[config.mk]
export PLATFORM = sky130hd
export DESIGN_NAME = color_game_top
export DESIGN_NICKNAME = d
export VERILOG_FILES = /design/src/hw/color_game_pkg.sv /design/src/hw/color_game_top.sv /design/src/hw/player_panel.sv /design/src/hw/player_tracker.sv /design/src/hw/screen_painter.sv /design/src/hw/tick_divider.sv
export SDC_FILE = /design/constraint.sdc
export NUM_CORES = 1
export LEC_CHECK = 0
export BUFFER_PORTS_ARGS = -buffer_cell sky130_fd_sc_hd__buf_4
export CAP_MARGIN = 20
export CORE_MARGIN = 1.5
export CORE_UTILIZATION = 39
export DETAILED_ROUTE_END_ITERATION = 10
export SETUP_SLACK_MARGIN = 0.05
export SLEW_MARGIN = 40
export SYNTH_ARGS = -nofsm -noshare
export SYNTH_HDL_FRONTEND = slang
export SYNTH_SLANG_ARGS = --single-unit
[constraint.sdc]
create_clock -name clock -period 13.2 [get_ports clock]
set_input_delay 2.64 -clock clock [delete_from_list [all_inputs] [get_ports clock]]
set_output_delay 2.64 -clock clock [all_outputs]
set_load 0.02 [all_outputs]
[src/hw/color_game_pkg.sv]
package color_game_pkg;

    // screen size in pixels
    localparam int screen_width  = 160;
    localparam int screen_height = 120;

    typedef logic [7:0] x_coord_t;    // pixel column
    typedef logic [6:0] y_coord_t;    // pixel row
    typedef logic [2:0] colour_t;     // {red, green, blue}, same layout for buttons
    typedef logic [6:0] score_t;      // 0 to 99
    typedef logic [3:0] lives_t;      // 0 to 8
    typedef logic [1:0] speed_sel_t;  // larger is faster
    typedef logic [6:0] seg_t;        // active low, g down to a

    localparam lives_t  start_lives = 4'd8;
    localparam score_t  max_score   = 7'd99;
    localparam colour_t bar_colour  = 3'b100;  // red

    // checkpoint columns 15, 45, 75, 105, 135
    localparam int checkpoint_first = 15;
    localparam int checkpoint_step  = 30;

    // note rows 6, 12 ... 96
    localparam int row_first = 6;
    localparam int row_step  = 6;
    localparam int row_last  = 96;

    localparam int note_count = 48;

    // entry 0 sits in the top three bits
    localparam logic [3*note_count-1:0] note_pattern = {
        48'b100_010_001_010_100_100_001_100_100_001_010_001_100_010_100_001,
        48'b100_001_010_100_001_100_010_010_100_010_001_010_100_001_010_001,
        48'b100_100_100_001_001_100_001_010_100_010_001_100_010_100_001_010
    };

    typedef enum logic [2:0] {
        setup_bar,
        next_bar,
        wait_start,
        play_row,
        next_row,
        game_over
    } painter_state_t;

endpackage

[src/hw/color_game_top.sv]
module color_game_top
#(
    parameter int tick_base = 1_666_666
)
(
    input  logic                       clock,
    input  logic                       reset,
    input  color_game_pkg::speed_sel_t speed_sel,
    input  logic                       start,
    input  logic                       two_player,
    input  color_game_pkg::colour_t    keys_1,
    input  color_game_pkg::colour_t    keys_2,
    output color_game_pkg::x_coord_t   pixel_x,
    output color_game_pkg::y_coord_t   pixel_y,
    output color_game_pkg::colour_t    pixel_colour,
    output logic                       plot,
    output logic                       game_over,
    output color_game_pkg::seg_t       tens_1,
    output color_game_pkg::seg_t       ones_1,
    output logic [7:0]                 lives_led_1,
    output color_game_pkg::seg_t       tens_2,
    output color_game_pkg::seg_t       ones_2,
    output logic [7:0]                 lives_led_2
);

    import color_game_pkg::*;

    logic    tick;
    logic    judge;
    colour_t judge_colour;
    score_t  score_1;
    score_t  score_2;
    lives_t  lives_1;
    lives_t  lives_2;

    tick_divider #(
        .tick_base(tick_base)
    ) i_tick_divider (
        .clock    (clock),
        .reset    (reset),
        .speed_sel(speed_sel),
        .tick     (tick)
    );

    screen_painter i_screen_painter (
        .clock       (clock),
        .reset       (reset),
        .tick        (tick),
        .start       (start),
        .two_player  (two_player),
        .lives_1     (lives_1),
        .lives_2     (lives_2),
        .pixel_x     (pixel_x),
        .pixel_y     (pixel_y),
        .pixel_colour(pixel_colour),
        .plot        (plot),
        .judge       (judge),
        .judge_colour(judge_colour),
        .game_over   (game_over)
    );

    player_tracker i_tracker_1 (
        .clock       (clock),
        .reset       (reset),
        .enable      (1'b1),  // player 1 always plays
        .judge       (judge),
        .judge_colour(judge_colour),
        .keys        (keys_1),
        .score       (score_1),
        .lives       (lives_1)
    );

    player_tracker i_tracker_2 (
        .clock       (clock),
        .reset       (reset),
        .enable      (two_player),
        .judge       (judge),
        .judge_colour(judge_colour),
        .keys        (keys_2),
        .score       (score_2),
        .lives       (lives_2)
    );

    player_panel i_panel_1 (
        .score    (score_1),
        .lives    (lives_1),
        .tens     (tens_1),
        .ones     (ones_1),
        .lives_led(lives_led_1)
    );

    player_panel i_panel_2 (
        .score    (score_2),
        .lives    (lives_2),
        .tens     (tens_2),
        .ones     (ones_2),
        .lives_led(lives_led_2)
    );

endmodule

[src/hw/player_panel.sv]
module player_panel
(
    input  color_game_pkg::score_t score,
    input  color_game_pkg::lives_t lives,
    output color_game_pkg::seg_t   tens,
    output color_game_pkg::seg_t   ones,
    output logic [7:0]             lives_led
);

    import color_game_pkg::*;

    logic [3:0] tens_digit;
    logic [3:0] ones_digit;

    // decimal digit to active-low segments, g down to a
    function automatic seg_t seven_seg(input logic [3:0] digit);
        case (digit)
            4'd0:    return 7'b1000000;
            4'd1:    return 7'b1111001;
            4'd2:    return 7'b0100100;
            4'd3:    return 7'b0110000;
            4'd4:    return 7'b0011001;
            4'd5:    return 7'b0010010;
            4'd6:    return 7'b0000010;
            4'd7:    return 7'b1111000;
            4'd8:    return 7'b0000000;
            4'd9:    return 7'b0011000;
            default: return 7'b1111111;  // blank
        endcase
    endfunction

    always_comb
    begin
        tens_digit = 4'(score / 10);  // score stays below 100
        ones_digit = 4'(score % 10);
    end

    assign tens = seven_seg(tens_digit);
    assign ones = seven_seg(ones_digit);

    // bar grows from bit 0, one led per life
    always_comb
    begin
        for (int i = 0; i < 8; i++)
            lives_led[i] = (lives > lives_t'(i));
    end

endmodule

[src/hw/player_tracker.sv]
module player_tracker
(
    input  logic                    clock,
    input  logic                    reset,
    input  logic                    enable,
    input  logic                    judge,
    input  color_game_pkg::colour_t judge_colour,
    input  color_game_pkg::colour_t keys,
    output color_game_pkg::score_t  score,
    output color_game_pkg::lives_t  lives
);

    import color_game_pkg::*;

    logic   no_keys;
    logic   hit;
    score_t penalty;
    score_t raised;
    score_t lowered;

    assign no_keys = (keys == '0);
    assign hit     = !no_keys && (keys == judge_colour);

    // an empty press costs less than a wrong one
    assign penalty = no_keys ? score_t'(1) : score_t'(2);

    always_comb
    begin
        if (score > score_t'(max_score - 2))
            raised = max_score;  // saturate
        else
            raised = score + score_t'(2);

        if (score > penalty)
            lowered = score - penalty;
        else
            lowered = '0;  // floor at zero
    end

    always_ff @(posedge clock)
    begin
        if (!reset)
        begin
            score <= '0;
            lives <= start_lives;
        end
        else if (!enable)
        begin
            score <= '0;  // idle player shows a fresh display
            lives <= start_lives;
        end
        else if (judge)
        begin
            if (hit)
                score <= raised;
            else
            begin
                score <= lowered;
                if (lives != '0)
                    lives <= lives - 1'b1;
            end
        end
    end

endmodule

[src/hw/screen_painter.sv]
module screen_painter
(
    input  logic                     clock,
    input  logic                     reset,
    input  logic                     tick,
    input  logic                     start,
    input  logic                     two_player,
    input  color_game_pkg::lives_t   lives_1,
    input  color_game_pkg::lives_t   lives_2,
    output color_game_pkg::x_coord_t pixel_x,
    output color_game_pkg::y_coord_t pixel_y,
    output color_game_pkg::colour_t  pixel_colour,
    output logic                     plot,
    output logic                     judge,
    output color_game_pkg::colour_t  judge_colour,
    output logic                     game_over
);

    import color_game_pkg::*;

    localparam int checkpoint_last = checkpoint_first + 4 * checkpoint_step;
    localparam int note_idx_width  = $clog2(note_count);

    painter_state_t            state;
    x_coord_t                  cur_x;
    y_coord_t                  cur_y;
    x_coord_t                  next_check;  // column of the next checkpoint in this row
    logic [note_idx_width-1:0] note_idx;    // next entry of note_pattern
    colour_t                   note_now;
    logic                      lost;
    logic                      at_check;
    logic                      draw_bar;
    logic                      draw_note;

    assign note_now = note_pattern[3 * (note_count - 1 - int'(note_idx)) +: 3];

    // player 2 only counts in two-player mode
    assign lost = (lives_1 == '0) || (two_player && (lives_2 == '0));

    assign at_check  = (cur_x == next_check);
    assign draw_bar  = (state == setup_bar);
    assign draw_note = (state == play_row) && tick && !lost;

    assign game_over = (state == color_game_pkg::game_over);

    always_ff @(posedge clock)
    begin
        if (!reset)
        begin
            state      <= setup_bar;
            cur_x      <= x_coord_t'(checkpoint_first);  // first bar column
            cur_y      <= '0;
            next_check <= x_coord_t'(checkpoint_first);
            note_idx   <= '0;
            plot       <= 1'b0;
            judge      <= 1'b0;
        end
        else
        begin
            plot  <= draw_bar || draw_note;
            judge <= draw_note && at_check;

            case (state)
                setup_bar:
                begin
                    if (cur_y == y_coord_t'(screen_height - 1))
                    begin
                        cur_y <= '0;
                        state <= next_bar;
                    end
                    else
                        cur_y <= cur_y + 1'b1;
                end

                next_bar:
                begin
                    if (cur_x == x_coord_t'(checkpoint_last))  // all five bars done
                    begin
                        cur_x <= '0;
                        cur_y <= y_coord_t'(row_first);
                        state <= wait_start;
                    end
                    else
                    begin
                        cur_x <= cur_x + x_coord_t'(checkpoint_step);
                        state <= setup_bar;
                    end
                end

                wait_start:
                begin
                    if (start)
                        state <= play_row;
                end

                play_row:
                begin
                    if (lost)
                        state <= color_game_pkg::game_over;
                    else if (tick)
                    begin
                        if (at_check)
                        begin
                            next_check <= next_check + x_coord_t'(checkpoint_step);
                            if (note_idx == note_idx_width'(note_count - 1))
                                note_idx <= '0;  // pattern wraps
                            else
                                note_idx <= note_idx + 1'b1;
                        end

                        if (cur_x == x_coord_t'(screen_width - 1))
                        begin
                            cur_x <= '0;
                            if (cur_y == y_coord_t'(row_last))
                                state <= color_game_pkg::game_over;  // rows ran out
                            else
                                state <= next_row;
                        end
                        else
                            cur_x <= cur_x + 1'b1;
                    end
                end

                next_row:
                begin
                    next_check <= x_coord_t'(checkpoint_first);
                    if (lost)
                        state <= color_game_pkg::game_over;
                    else
                    begin
                        cur_y <= cur_y + y_coord_t'(row_step);
                        state <= play_row;
                    end
                end

                default:
                    state <= state;  // game over holds until reset
            endcase
        end
    end

    // pixel and note payload, qualified by plot and judge
    always_ff @(posedge clock)
    begin
        if (draw_bar || draw_note)
        begin
            pixel_x <= cur_x;
            pixel_y <= cur_y;
        end

        if (draw_bar)
            pixel_colour <= bar_colour;
        else if (draw_note && at_check)
            pixel_colour <= note_now;  // row keeps this colour up to the next checkpoint

        if (draw_note && at_check)
            judge_colour <= note_now;
    end

endmodule

[src/hw/tick_divider.sv]
module tick_divider
#(
    parameter int tick_base = 1_666_666
)
(
    input  logic                       clock,
    input  logic                       reset,
    input  color_game_pkg::speed_sel_t speed_sel,
    output logic                       tick
);

    localparam int count_width = (tick_base < 2) ? 1 : $clog2(tick_base + 1);

    logic [count_width-1:0] count;
    logic [count_width-1:0] period;

    assign period = count_width'(tick_base >> speed_sel);  // each step halves the period

    always_ff @(posedge clock)
    begin
        if (!reset)
        begin
            count <= '0;
            tick  <= 1'b0;
        end
        else if (count >= period)  // also catches a shorter period picked mid count
        begin
            count <= '0;
            tick  <= 1'b1;
        end
        else
        begin
            count <= count + 1'b1;
            tick  <= 1'b0;
        end
    end

endmodule

==> results.ini, run 1 <==
[die]
ios=76
die_w_um=157
start_util_pct=39.6
die_h_um=157
die_area_sq_um=24700
core_area_sq_um=23400
rows=56

[synth]
synth_area_sq_um=9270
synth.avg_cell_area_sq_um=7.52
synth_edf_count=18
synth-seq-cells=99
synth_nets=1337
synth_warnings=0
synth_top_area_cell=dfxtp_1
netlist.area_leader.share_pct=17.5
synth_cell_types=89
synth-async-reset-ratio_pct=0
synth.most_common_cell=nor2_1
synth_ff_type=dfxtp_1
synth_area_leaders=dfxtp_1, ha_1, edfxtp_1, nor2_1, a21oi_1
synth-seq-area-share_pct=23.3
synthCells=1233
yosys-top-cells-count=nor2_1, nand2_1, a21oi_1, ha_1

[pwr]
p_int_uw=558
vdd_ir_drop_max_v=0.0000776
net-switching-power_uw=218
clock_power_share_pct=37.6
p_sw_share_pct=28.1
pwr-share-seq_pct=45.5
p_total_uw=776
cellPowerDensity_nw_per_um2=74.8
comb_power_share_pct=16.9
leakagePower_nw=4.16

[setup_path]
rr_endpoint=i_screen_painter.pixel_colour[2]
worst_setup_path_start_kind=register
r2r_cells=14
cp-endpoint=ones_1[0]
critPathRequiredTime_ps=10560
endpoint_kind=primary output
r2r_start=i_screen_painter.note_idx[0]
critPathLaunch=i_tracker_1.score[5]
cp.arrival_ps=5690
r2r_setup_slack_ps=8440
cp_max_fo=17
critPathKind=reg -> out

[clocking]
cts_resized=0
clock-root-buffer=clkbuf_16
clock_latency_ps=350
clk_pin_slew_ps=70
cts_setup_buffers=0
cts_tree=built
numCtsBuffers=9
cts_max_path_buffers=2
cts-hold-fix-buffers=0
clock_sink_count=99
htreeDepth=3

[drt]
avgViaCountPerCell=5.71
via_count=9006
first_iter_violations=678
ant_nets=0
firstDrtPassIters=9
drc=0
avgRoutedWirePerCell_um=15.0
totalWireLength_mm=23.7

[global_routing]
grt_pass1_wl_mm=39.0
antenna_found_initial=0
overflow=0
grt_usage_pct=19.0
grt_pass1_vias=7846
grt_max_degree=29

[timing]
slew_headroom_pct=45.7
hold_viol_final=0
fin_crit_ps=8330
slew_viol_final=0
finClkSkew_ps=7.35
setup_viol_count_final=0
hold_slack_ps=471
finalCritPeriodShare_pct=63.1
fin_setup_tns_ps=0
max_freq_mhz=120
grt_setup_unrepaired=false
tightest_slew_ps=813

[layout]
nets=1357
stdcell_count=1577
layout-drive-gt1-share_pct=10.7
nFillCells=2424
n_antenna_cell=0
area_growth_pct=11.9

[place]
dp_cells=1561
place.port_buffers=75
place.gp.congestion=0.880
dp_hpwl_mm=17.0

[run_status]
status=finished, final reports clean

[flow_run]
drv_cap=0

[worst_hold_path]
hp-class=reg -> reg

layout by cell type (no fill, tap or decap), types with 10 or more instances in the layout:
cell type and count:
nand4_1 18, ha_1 89, nor4_1 10, nor3_1 27, edfxtp_1 18, nand2b_1 20, nand3_1 44, and2_1 14
a31oi_1 17, and3_1 17, dfxtp_1 80, inv_1 63, a211oi_1 17, nand2_1 114, buf_4 82, o211ai_1 21
o21a_1 15, nor2b_1 14, or3_1 10, a21oi_1 92, a21o_1 11, o21ai_0 80, xnor2_1 37, xor2_1 24
nor2_1 139
layer usage:
layer	vias up	GRT usage [%]	wire length, um	share of wire (%)
li1	4513	-	-	-
met1	4197	26.9	11400	48
met2	274	31.2	10900	46
met3	22	1.82	1140	4.8
met4	0	4.49	244	1.0
met5	-	0	0	0
power groups by stage:
| stage | Clock (mW) | Combinational [mW] | Sequential (mW) |
|---|---|---|---|
| after CTS | 0.299 | 0.132 | 0.353 |
| after global placement | 0 | 0.128 | 0.360 |
| final | 0.292 | 0.131 | 0.353 |
| after global routing | 0.309 | 0.146 | 0.356 |
| after detailed placement | 0 | 0.130 | 0.359 |
| after floorplan | 0 | 0.0705 | 0.370 |
worst max-delay path, cell delays in order (launching register included):
cell,delay (ps)
dfxtp_1,660
nor2_1,190
inv_2,180
ha_1,260
nor2b_1,290
a21boi_0,220
nor2_1,400
mux2i_1,240
a211o_1,230
clkinv_1,290
xnor2_2,650
nor2_1,110
o21ai_2,270
xnor2_1,220
inv_1,150
ha_1,240
inv_1,70
o21ai_0,80
a222oi_1,270
o21ai_0,140
buf_4,190
state kept, by name, summed over array words and instances, names as in the netlist, 4 cells and up:
name / count
i_tick_divider.count: 21
i_screen_painter.cur_x: 8
i_screen_painter.next_check: 8
i_screen_painter.pixel_x: 8
i_screen_painter.cur_y: 7
i_screen_painter.pixel_y: 7
i_tracker_1.score: 7
i_tracker_2.score: 7
i_screen_painter.note_idx: 6
i_tracker_1.lives: 4
i_tracker_2.lives: 4
stage by stage:
stage | util, % | area, sq um | setup slack, ps
after detailed placement | 42.9 | 10000 | 5390
after global routing | 44.3 | 10400 | 4340
final | 44.3 | 10400 | 4870
after global placement | 42.7 | 9990 | 5660
after CTS | 44.3 | 10400 | 4950
after floorplan | - | 9270 | 6230
worst min path at each step:
| stage | from | to | depth (start not counted) |
|---|---|---|---|
| after global placement | i_screen_painter.next_check[0] | i_screen_painter.next_check[0] | 1 |
| final | i_screen_painter.next_check[0] | i_screen_painter.next_check[0] | 1 |
| after detailed placement | i_screen_painter.next_check[0] | i_screen_painter.next_check[0] | 1 |
| after floorplan | i_screen_painter.cur_x[3] | i_screen_painter.pixel_x[3] | 0 |
| after global routing | i_screen_painter.next_check[0] | i_screen_painter.next_check[0] | 1 |
| after CTS | i_screen_painter.cur_y[6] | i_screen_painter.pixel_y[6] | 0 |
cell type report:
type | count | area, sq um | share of cell area, %
Multi-Input combinational cell | 991 | 6600 | 63.6
Clock inverter | 6 | 86.3 | 0.832
Inverter | 69 | 259 | 2.50
Timing Repair Buffer | 83 | 627 | 6.04
Tap cell | 319 | 399 | 3.85
Clock buffer | 10 | 239 | 2.30
Sequential cell | 99 | 2160 | 20.8
logic make-up (layout without fill, tap and decap cells):
family | Yosys count | in the layout | synth area share, %
AOI/OAI and AO/OA | 366 | 366 | 26.5
xor gates and xnor gates | 66 | 66 | 6.52
adders and majority gates | 93 | 93 | 12.8
buffers and inverters | 143 | 168 | 6.14
DFF | 99 | 99 | 23.3
muxes | 12 | 12 | 1.34
and+or+nand+nor | 454 | 454 | 23.4
Note: power is estimated with default switching activity, not from simulation.
==> run 2: changes to the inputs <==
clock period = 7.5 ns   (was 13.2 ns; I/O delays follow)
==> results.ini, run 2 (synthesized netlist as in run 1, its figures left out) <==
[run_status]
status=finished, final reports clean

[setup_path]
critPathLaunch=i_tracker_1.score[5]
crit_top_cell=nor2_1
slowest_stage=dfxtp_1
cp_max_fo=17  ; unchanged
r2r_cells=14  ; unchanged
rr_endpoint=i_screen_painter.judge_colour[0]
path_cells=nor2_1 -> inv_2 -> ha_1 -> nor2b_1 -> a21boi_0 -> nor2_1 -> mux2i_1 -> a211o_1 -> clkinv_1 -> xnor2_4 -> nor2_1 -> o21ai_2 -> xnor2_1 -> inv_1 -> ha_1 -> inv_1 -> o21ai_0 -> a222oi_1 -> o21ai_0 -> buf_4
worst_setup_path_start_kind=register
r2r_setup_slack_ps=2780  ; -5660 ps
critPathKind=reg -> out
critPathRequiredTime_ps=6000  ; -4560 ps
cp.arrival_ps=5380  ; -310 ps
r2r_start=i_screen_painter.note_idx[0]
endpoint_kind=primary output
cp-endpoint=ones_1[0]
cpPeakStageDelay_ps=650  ; about the same

[pwr]
p_total_mw=1.32  ; +70%
leakagePower_nw=4.15  ; -0.24%
pwr-share-seq_pct=47.1  ; +1.6 points
vdd_ir_drop_max_v=0.000109  ; +41%
clock_power_share_pct=35.5  ; -2.1 points
cellPowerDensity_nw_per_um2=127  ; +70%
p_int_uw=948  ; +70%
comb_power_share_pct=17.4  ; +0.5 points
p_sw_share_pct=28.0  ; -0.12 points
net-switching-power_uw=368  ; +69%

[timing]
slew_viol_final=0  ; unchanged
setup_viol_count_final=0  ; unchanged
grt_setup_unrepaired=false
max_freq_mhz=145
tightest_slew_ps=785  ; -28.2 ps
finalCritPeriodShare_pct=91.7
hold_slack_ps=476  ; +5.68 ps
finClkSkew_ps=8.47  ; +1.12 ps
fin_crit_ps=6880
hold_viol_final=0  ; unchanged
fin_setup_tns_ps=0  ; unchanged
slew_headroom_pct=47.7  ; +2.0 points

[die]
die_w_um=157  ; unchanged
die_area_sq_um=24700  ; unchanged
die_h_um=157  ; unchanged
rows=56  ; unchanged
core_area_sq_um=23400  ; unchanged
start_util_pct=39.6  ; unchanged
ios=76  ; unchanged

[clocking]
numCtsBuffers=9  ; unchanged
htreeDepth=3  ; unchanged
clk_pin_slew_ps=70  ; about the same
cts_max_path_buffers=2  ; unchanged
clock_sink_count=99  ; unchanged
clock_latency_ps=350  ; about the same
cts-hold-fix-buffers=0  ; unchanged
cts_tree=built
clock-root-buffer=clkbuf_16

[global_routing]
grt_pass1_wl_mm=39.2  ; +0.62%
grt_usage_pct=19.1  ; +0.052 points
overflow=0  ; unchanged
grt_max_degree=29  ; unchanged
antenna_found_initial=0  ; unchanged
grt_pass1_vias=8024  ; +2.3%

[layout]
nets=1361  ; +0.29%
multiInputGateArea_sq_um=6600  ; unchanged
n_antenna_cell=0  ; unchanged
seq_area_sq_um=2160  ; unchanged
nFillCells=2420  ; -0.17%
final_common_cell=nor2_1
largest_reg_flops=21  ; unchanged
layout-drive-gt1-share_pct=10.9  ; +0.20 points
area_growth_pct=11.9  ; about the same
largest_register=i_tick_divider.count
final_util_pct=44.3  ; about the same
mostFrequentLayoutCells=nor2_1, nand2_1, a21oi_1

[worst_hold_path]
min_path_cells=1  ; unchanged
hp-class=reg -> reg

[drt]
via_count=8874  ; -1.5%
first_iter_violations=660  ; -2.7%
avgViaCountPerCell=5.61  ; -1.7%
drc=0  ; unchanged
ant_nets=0  ; unchanged
firstDrtPassIters=4  ; -5
totalWireLength_mm=23.5  ; -1.0%
avgRoutedWirePerCell_um=14.8  ; -1.3%

[place]
dp_hpwl_mm=17.2  ; +1.3%
place.gp.congestion=0.863  ; -1.9%
place.port_buffers=75  ; unchanged

[flow_run]
drv_cap=0  ; unchanged

## run 2: cell count changes in the layout (fill, tap and decap cells not counted), sizes merged
cell / before / now
clkinvlp: 0 / 2
buf: 83 / 87
bufinv: 2 / 1
clkbuf: 10 / 12
clkinv: 7 / 4
## run 2: critical path: cells and delay by family, from the launching register on
kind                     cells  cell delay [ps]
AO/OA/AOI/OAI                6             1190
flip-flops                   1              650
AND/OR/NAND/NOR              4             1040
XOR/XNOR                     2              530
buffers and inverters        5              920
adder cells (fa/ha/maj)      2              460
multiplexers                 1              240
## run 2: repair_timing
action	CTS	global route
setup buffers	0	2
resized for setup	0	1
endpoints found under the setup margin	0	7
## run 2: cell type report
class	instances	share of cell area (%)
flip-flops and latches	99	20.8
clock inverters	4	0.494
inverters	69	2.50
multi-input cells	991	63.6
clock buffers	12	2.37
well taps	319	3.85
repair buffers	87	6.33
## run 2: power groups by stage
stage               Sequential (mW)  Combinational, mW  Clock (mW)
floorplan                     0.651              0.124           0
global placement              0.633              0.226           0
detailed placement            0.631              0.229           0
CTS                           0.620              0.231       0.485
global route                  0.625              0.253       0.504
finish                        0.620              0.229       0.467
## run 2: worst min path at each step
| stage | endpoint | slack, ps | from |
|---|---|---|---|
| 2_1_floorplan | i_screen_painter.pixel_x[3] | 410 | i_screen_painter.cur_x[3] |
| 3_3_place_gp | i_screen_painter.next_check[0] | 460 | i_screen_painter.next_check[0] |
| 3_5_place_dp | i_screen_painter.next_check[0] | 460 | i_screen_painter.next_check[0] |
| 4_1_cts | i_screen_painter.next_check[0] | 480 | i_screen_painter.next_check[0] |
| 5_1_grt | i_screen_painter.next_check[0] | 490 | i_screen_painter.next_check[0] |
| 6_report | i_screen_painter.next_check[0] | 480 | i_screen_painter.next_check[0] |
## run 2: metal layers
layer  up-vias  routed length (um)  GRT usage (%)
li1       4520                   -              -
met1      4166               11400           26.0
met2       166               10800           31.4
met3        22                 951           3.00
met4         0                 278           4.85
met5         -                   0              0
## run 2: per-stage QoR
step / area (sq um) / instances / setup slack, ps
floorplan: 9270 / 1233 / 1670
global placement: 10000 / 1562 / 1090
detailed placement: 10000 / 1563 / 846
CTS: 10300 / 1579 / 430
global route: 10400 / 1581 / 199
finish: 10400 / 1581 / 619
==> run 3: changes to the inputs <==
CELL_PAD_IN_SITES_DETAIL_PLACEMENT = 1   (was unset)
CELL_PAD_IN_SITES_GLOBAL_PLACEMENT = 2   (was unset)
CORE_UTILIZATION = 33   (was 39)
PLACE_DENSITY_LB_ADDON = 0.1   (was unset)
==> results.ini, run 3 (synthesized netlist as in run 1, its figures left out) <==
[run_status]
status=finished, final reports clean

[setup_path]
crit_buf_inv=5  ; unchanged
r2r_cells=14  ; unchanged
critPathRequiredTime_ps=6000  ; about the same
cp_max_fo=15  ; -2
cpPeakStageDelay_ps=620  ; -30 ps
slowest_stage=dfxtp_1
worst_setup_path_start_kind=register
cp.arrival_ps=5250  ; -130 ps
critPathKind=reg -> out
endpoint_kind=primary output
r2r_start=i_screen_painter.note_idx[0]
path_cells=nor2_1 -> inv_2 -> ha_1 -> nor2b_1 -> a21boi_0 -> nor2_2 -> mux2i_1 -> a211o_1 -> clkinv_1 -> xnor2_4 -> nor2_1 -> o21ai_2 -> xnor2_1 -> inv_1 -> ha_1 -> inv_1 -> o21ai_0 -> a222oi_1 -> o21ai_0 -> buf_4
crit_family=compound AO/OA/AOI/OAI gates
r2r_setup_slack_ps=2940  ; +160 ps
cp.depth=20  ; unchanged
rr_endpoint=i_screen_painter.pixel_colour[2]

[pwr]
p_int_uw=938  ; -1.1%
net-switching-power_uw=380  ; +3.4%
clock_power_share_pct=35.2  ; -0.3 points
comb_power_share_pct=17.7  ; +0.3 points
cellPowerDensity_nw_per_um2=126  ; -0.99%
vdd_ir_drop_max_v=0.000116  ; +6.2%
leakagePower_nw=4.19  ; +1.1%
p_sw_share_pct=28.9  ; +0.90 points
pwr-share-seq_pct=47.1  ; about the same

[timing]
fin_setup_tns_ps=0  ; unchanged
grt_setup_unrepaired=false
finClkSkew_ps=12.3  ; +3.78 ps
slew_headroom_pct=49.1  ; +1.5 points
finalCritPeriodShare_pct=90.0  ; -1.8 points
max_freq_mhz=148  ; +2.0%
setup_viol_count_final=0  ; unchanged
hold_viol_final=0  ; unchanged
fin_crit_ps=6750  ; -132 ps
slew_viol_final=0  ; unchanged
tightest_slew_ps=762  ; -22.9 ps
fin_ws_ps=751  ; +132 ps

[layout]
nets=1368  ; +0.51%
seq_area_sq_um=2160  ; unchanged
largest_register=i_tick_divider.count
final_common_cell=nor2_1
multiInputGateArea_sq_um=6590  ; -0.13%
nFillCells=3404  ; +41%
layout-drive-gt1-share_pct=11.3  ; +0.49 points
n_antenna_cell=0  ; unchanged
mostFrequentLayoutCells=nor2_1, nand2_1, a21oi_1, buf_4, ha_1
stdcell_count=1647  ; +4.2%
largest_reg_flops=21  ; unchanged
area_growth_pct=13.2

[global_routing]
antenna_found_initial=0  ; unchanged
overflow=0  ; unchanged
grt_max_degree=29  ; unchanged
grt_pass1_wl_mm=45.6  ; +16%
grt_pass1_vias=8748  ; +9.0%
grt_usage_pct=19.0  ; -0.12 points

[die]
die_w_um=171  ; +8.5%
ios=76  ; unchanged
start_util_pct=33.5  ; -6.2 points
die_area_sq_um=29100  ; +18%
die_h_um=171  ; +8.5%
rows=61  ; +8.9%
core_area_sq_um=27700  ; +18%

[clocking]
clock_latency_ps=360  ; about the same
cts_max_path_buffers=2  ; unchanged
cts_tree=built
clk_pin_slew_ps=70  ; about the same
htreeDepth=3  ; unchanged
clock_sink_count=99  ; unchanged
clock-root-buffer=clkbuf_16
numCtsBuffers=9  ; unchanged

[drt]
avgViaCountPerCell=5.49  ; -2.2%
firstDrtPassIters=5  ; +1
totalWireLength_mm=27.2  ; +16%
via_count=9038  ; +1.8%
first_iter_violations=359  ; -46%
drc=0  ; unchanged
ant_nets=0  ; unchanged
avgRoutedWirePerCell_um=16.5  ; +11%

[place]
pre_cts_slack_ps=685  ; -161 ps
place.port_buffers=75  ; unchanged
dp_hpwl_mm=20.0  ; +16%
place.gp.congestion=0.783  ; -9.3%
dp_cells=1630  ; +4.3%

[worst_hold_path]
hp-class=reg -> reg
min_to=i_screen_painter.next_check[0]
min_from=i_screen_painter.next_check[0]
min_path_cells=1  ; unchanged

[flow_run]
drv_cap=0  ; unchanged

## run 3: cell count changes in the layout (fill, tap and decap cells not counted), sizes merged
cell and change:
bufinv -1, clkinv +3, buf +7, clkinvlp -2
## run 3: layer usage
metal  GRT usage, %  up-vias  wire length, um
li1               -     4535                -
met1           27.1     4347            13800
met2           30.4      136            12300
met3           2.29       20              789
met4           4.31        0              318
met5              0        -                0
## run 3: how the worst max path moves through the flow
stage | to | startpoint | slack [ps]
6_report | ones_1[0] | i_tracker_1.score[4] | 750
5_1_grt | ones_1[0] | i_tracker_1.score[4] | 160
3_3_place_gp | ones_1[0] | i_tracker_1.score[4] | 930
4_1_cts | ones_1[0] | i_tracker_1.score[4] | 240
3_5_place_dp | ones_1[0] | i_tracker_1.score[4] | 680
2_1_floorplan | ones_2[0] | i_tracker_2.score[4] | 1670
## run 3: layout make-up
| class | instances | share of cell area, % |
|---|---|---|
| inverters | 69 | 2.47 |
| flip-flops and latches | 99 | 20.6 |
| clock buffers | 12 | 2.55 |
| repair buffers | 94 | 6.76 |
| clock inverters | 4 | 0.298 |
| multi-input cells | 991 | 62.8 |
| well taps | 378 | 4.51 |
## run 3: what timing repair did
action,in CTS,in global routing
hold endpoints to repair,0,0
resized for setup,0,2
buffers inserted,0,1
hold buffers,0,0
endpoints found under the setup margin,0,7
## run 3: worst reg2reg max path, stage by stage (launching register included)
cell	delay, ps
dfxtp_1	300
buf_4	200
inv_1	410
ha_1	230
ha_1	160
inv_1	50
fa_1	980
inv_1	420
o211ai_1	270
a211oi_1	90
nor4_1	420
a211oi_1	150
a32o_1	220
mux2_2	290
a211o_1	260
## run 3: power by group through the flow
stage / Sequential (mW) / Combinational (mW) / Clock, mW
2_1_floorplan: 0.651 / 0.124 / 0
3_3_place_gp: 0.633 / 0.232 / 0
3_5_place_dp: 0.633 / 0.235 / 0
4_1_cts: 0.622 / 0.238 / 0.484
5_1_grt: 0.626 / 0.262 / 0.508
6_report: 0.620 / 0.234 / 0.464
## run 3: per-stage QoR
step / util (%) / area [sq um] / power (mW) / hold slack [ps]
floorplan: - / 9270 / 0.775 / 406
global placement: 36.6 / 10100 / 0.866 / 457
detailed placement: 36.7 / 10200 / 0.868 / 461
CTS: 37.8 / 10500 / 1.34 / 486
global route: 37.9 / 10500 / 1.40 / 505
finish: 37.9 / 10500 / 1.32 / 476
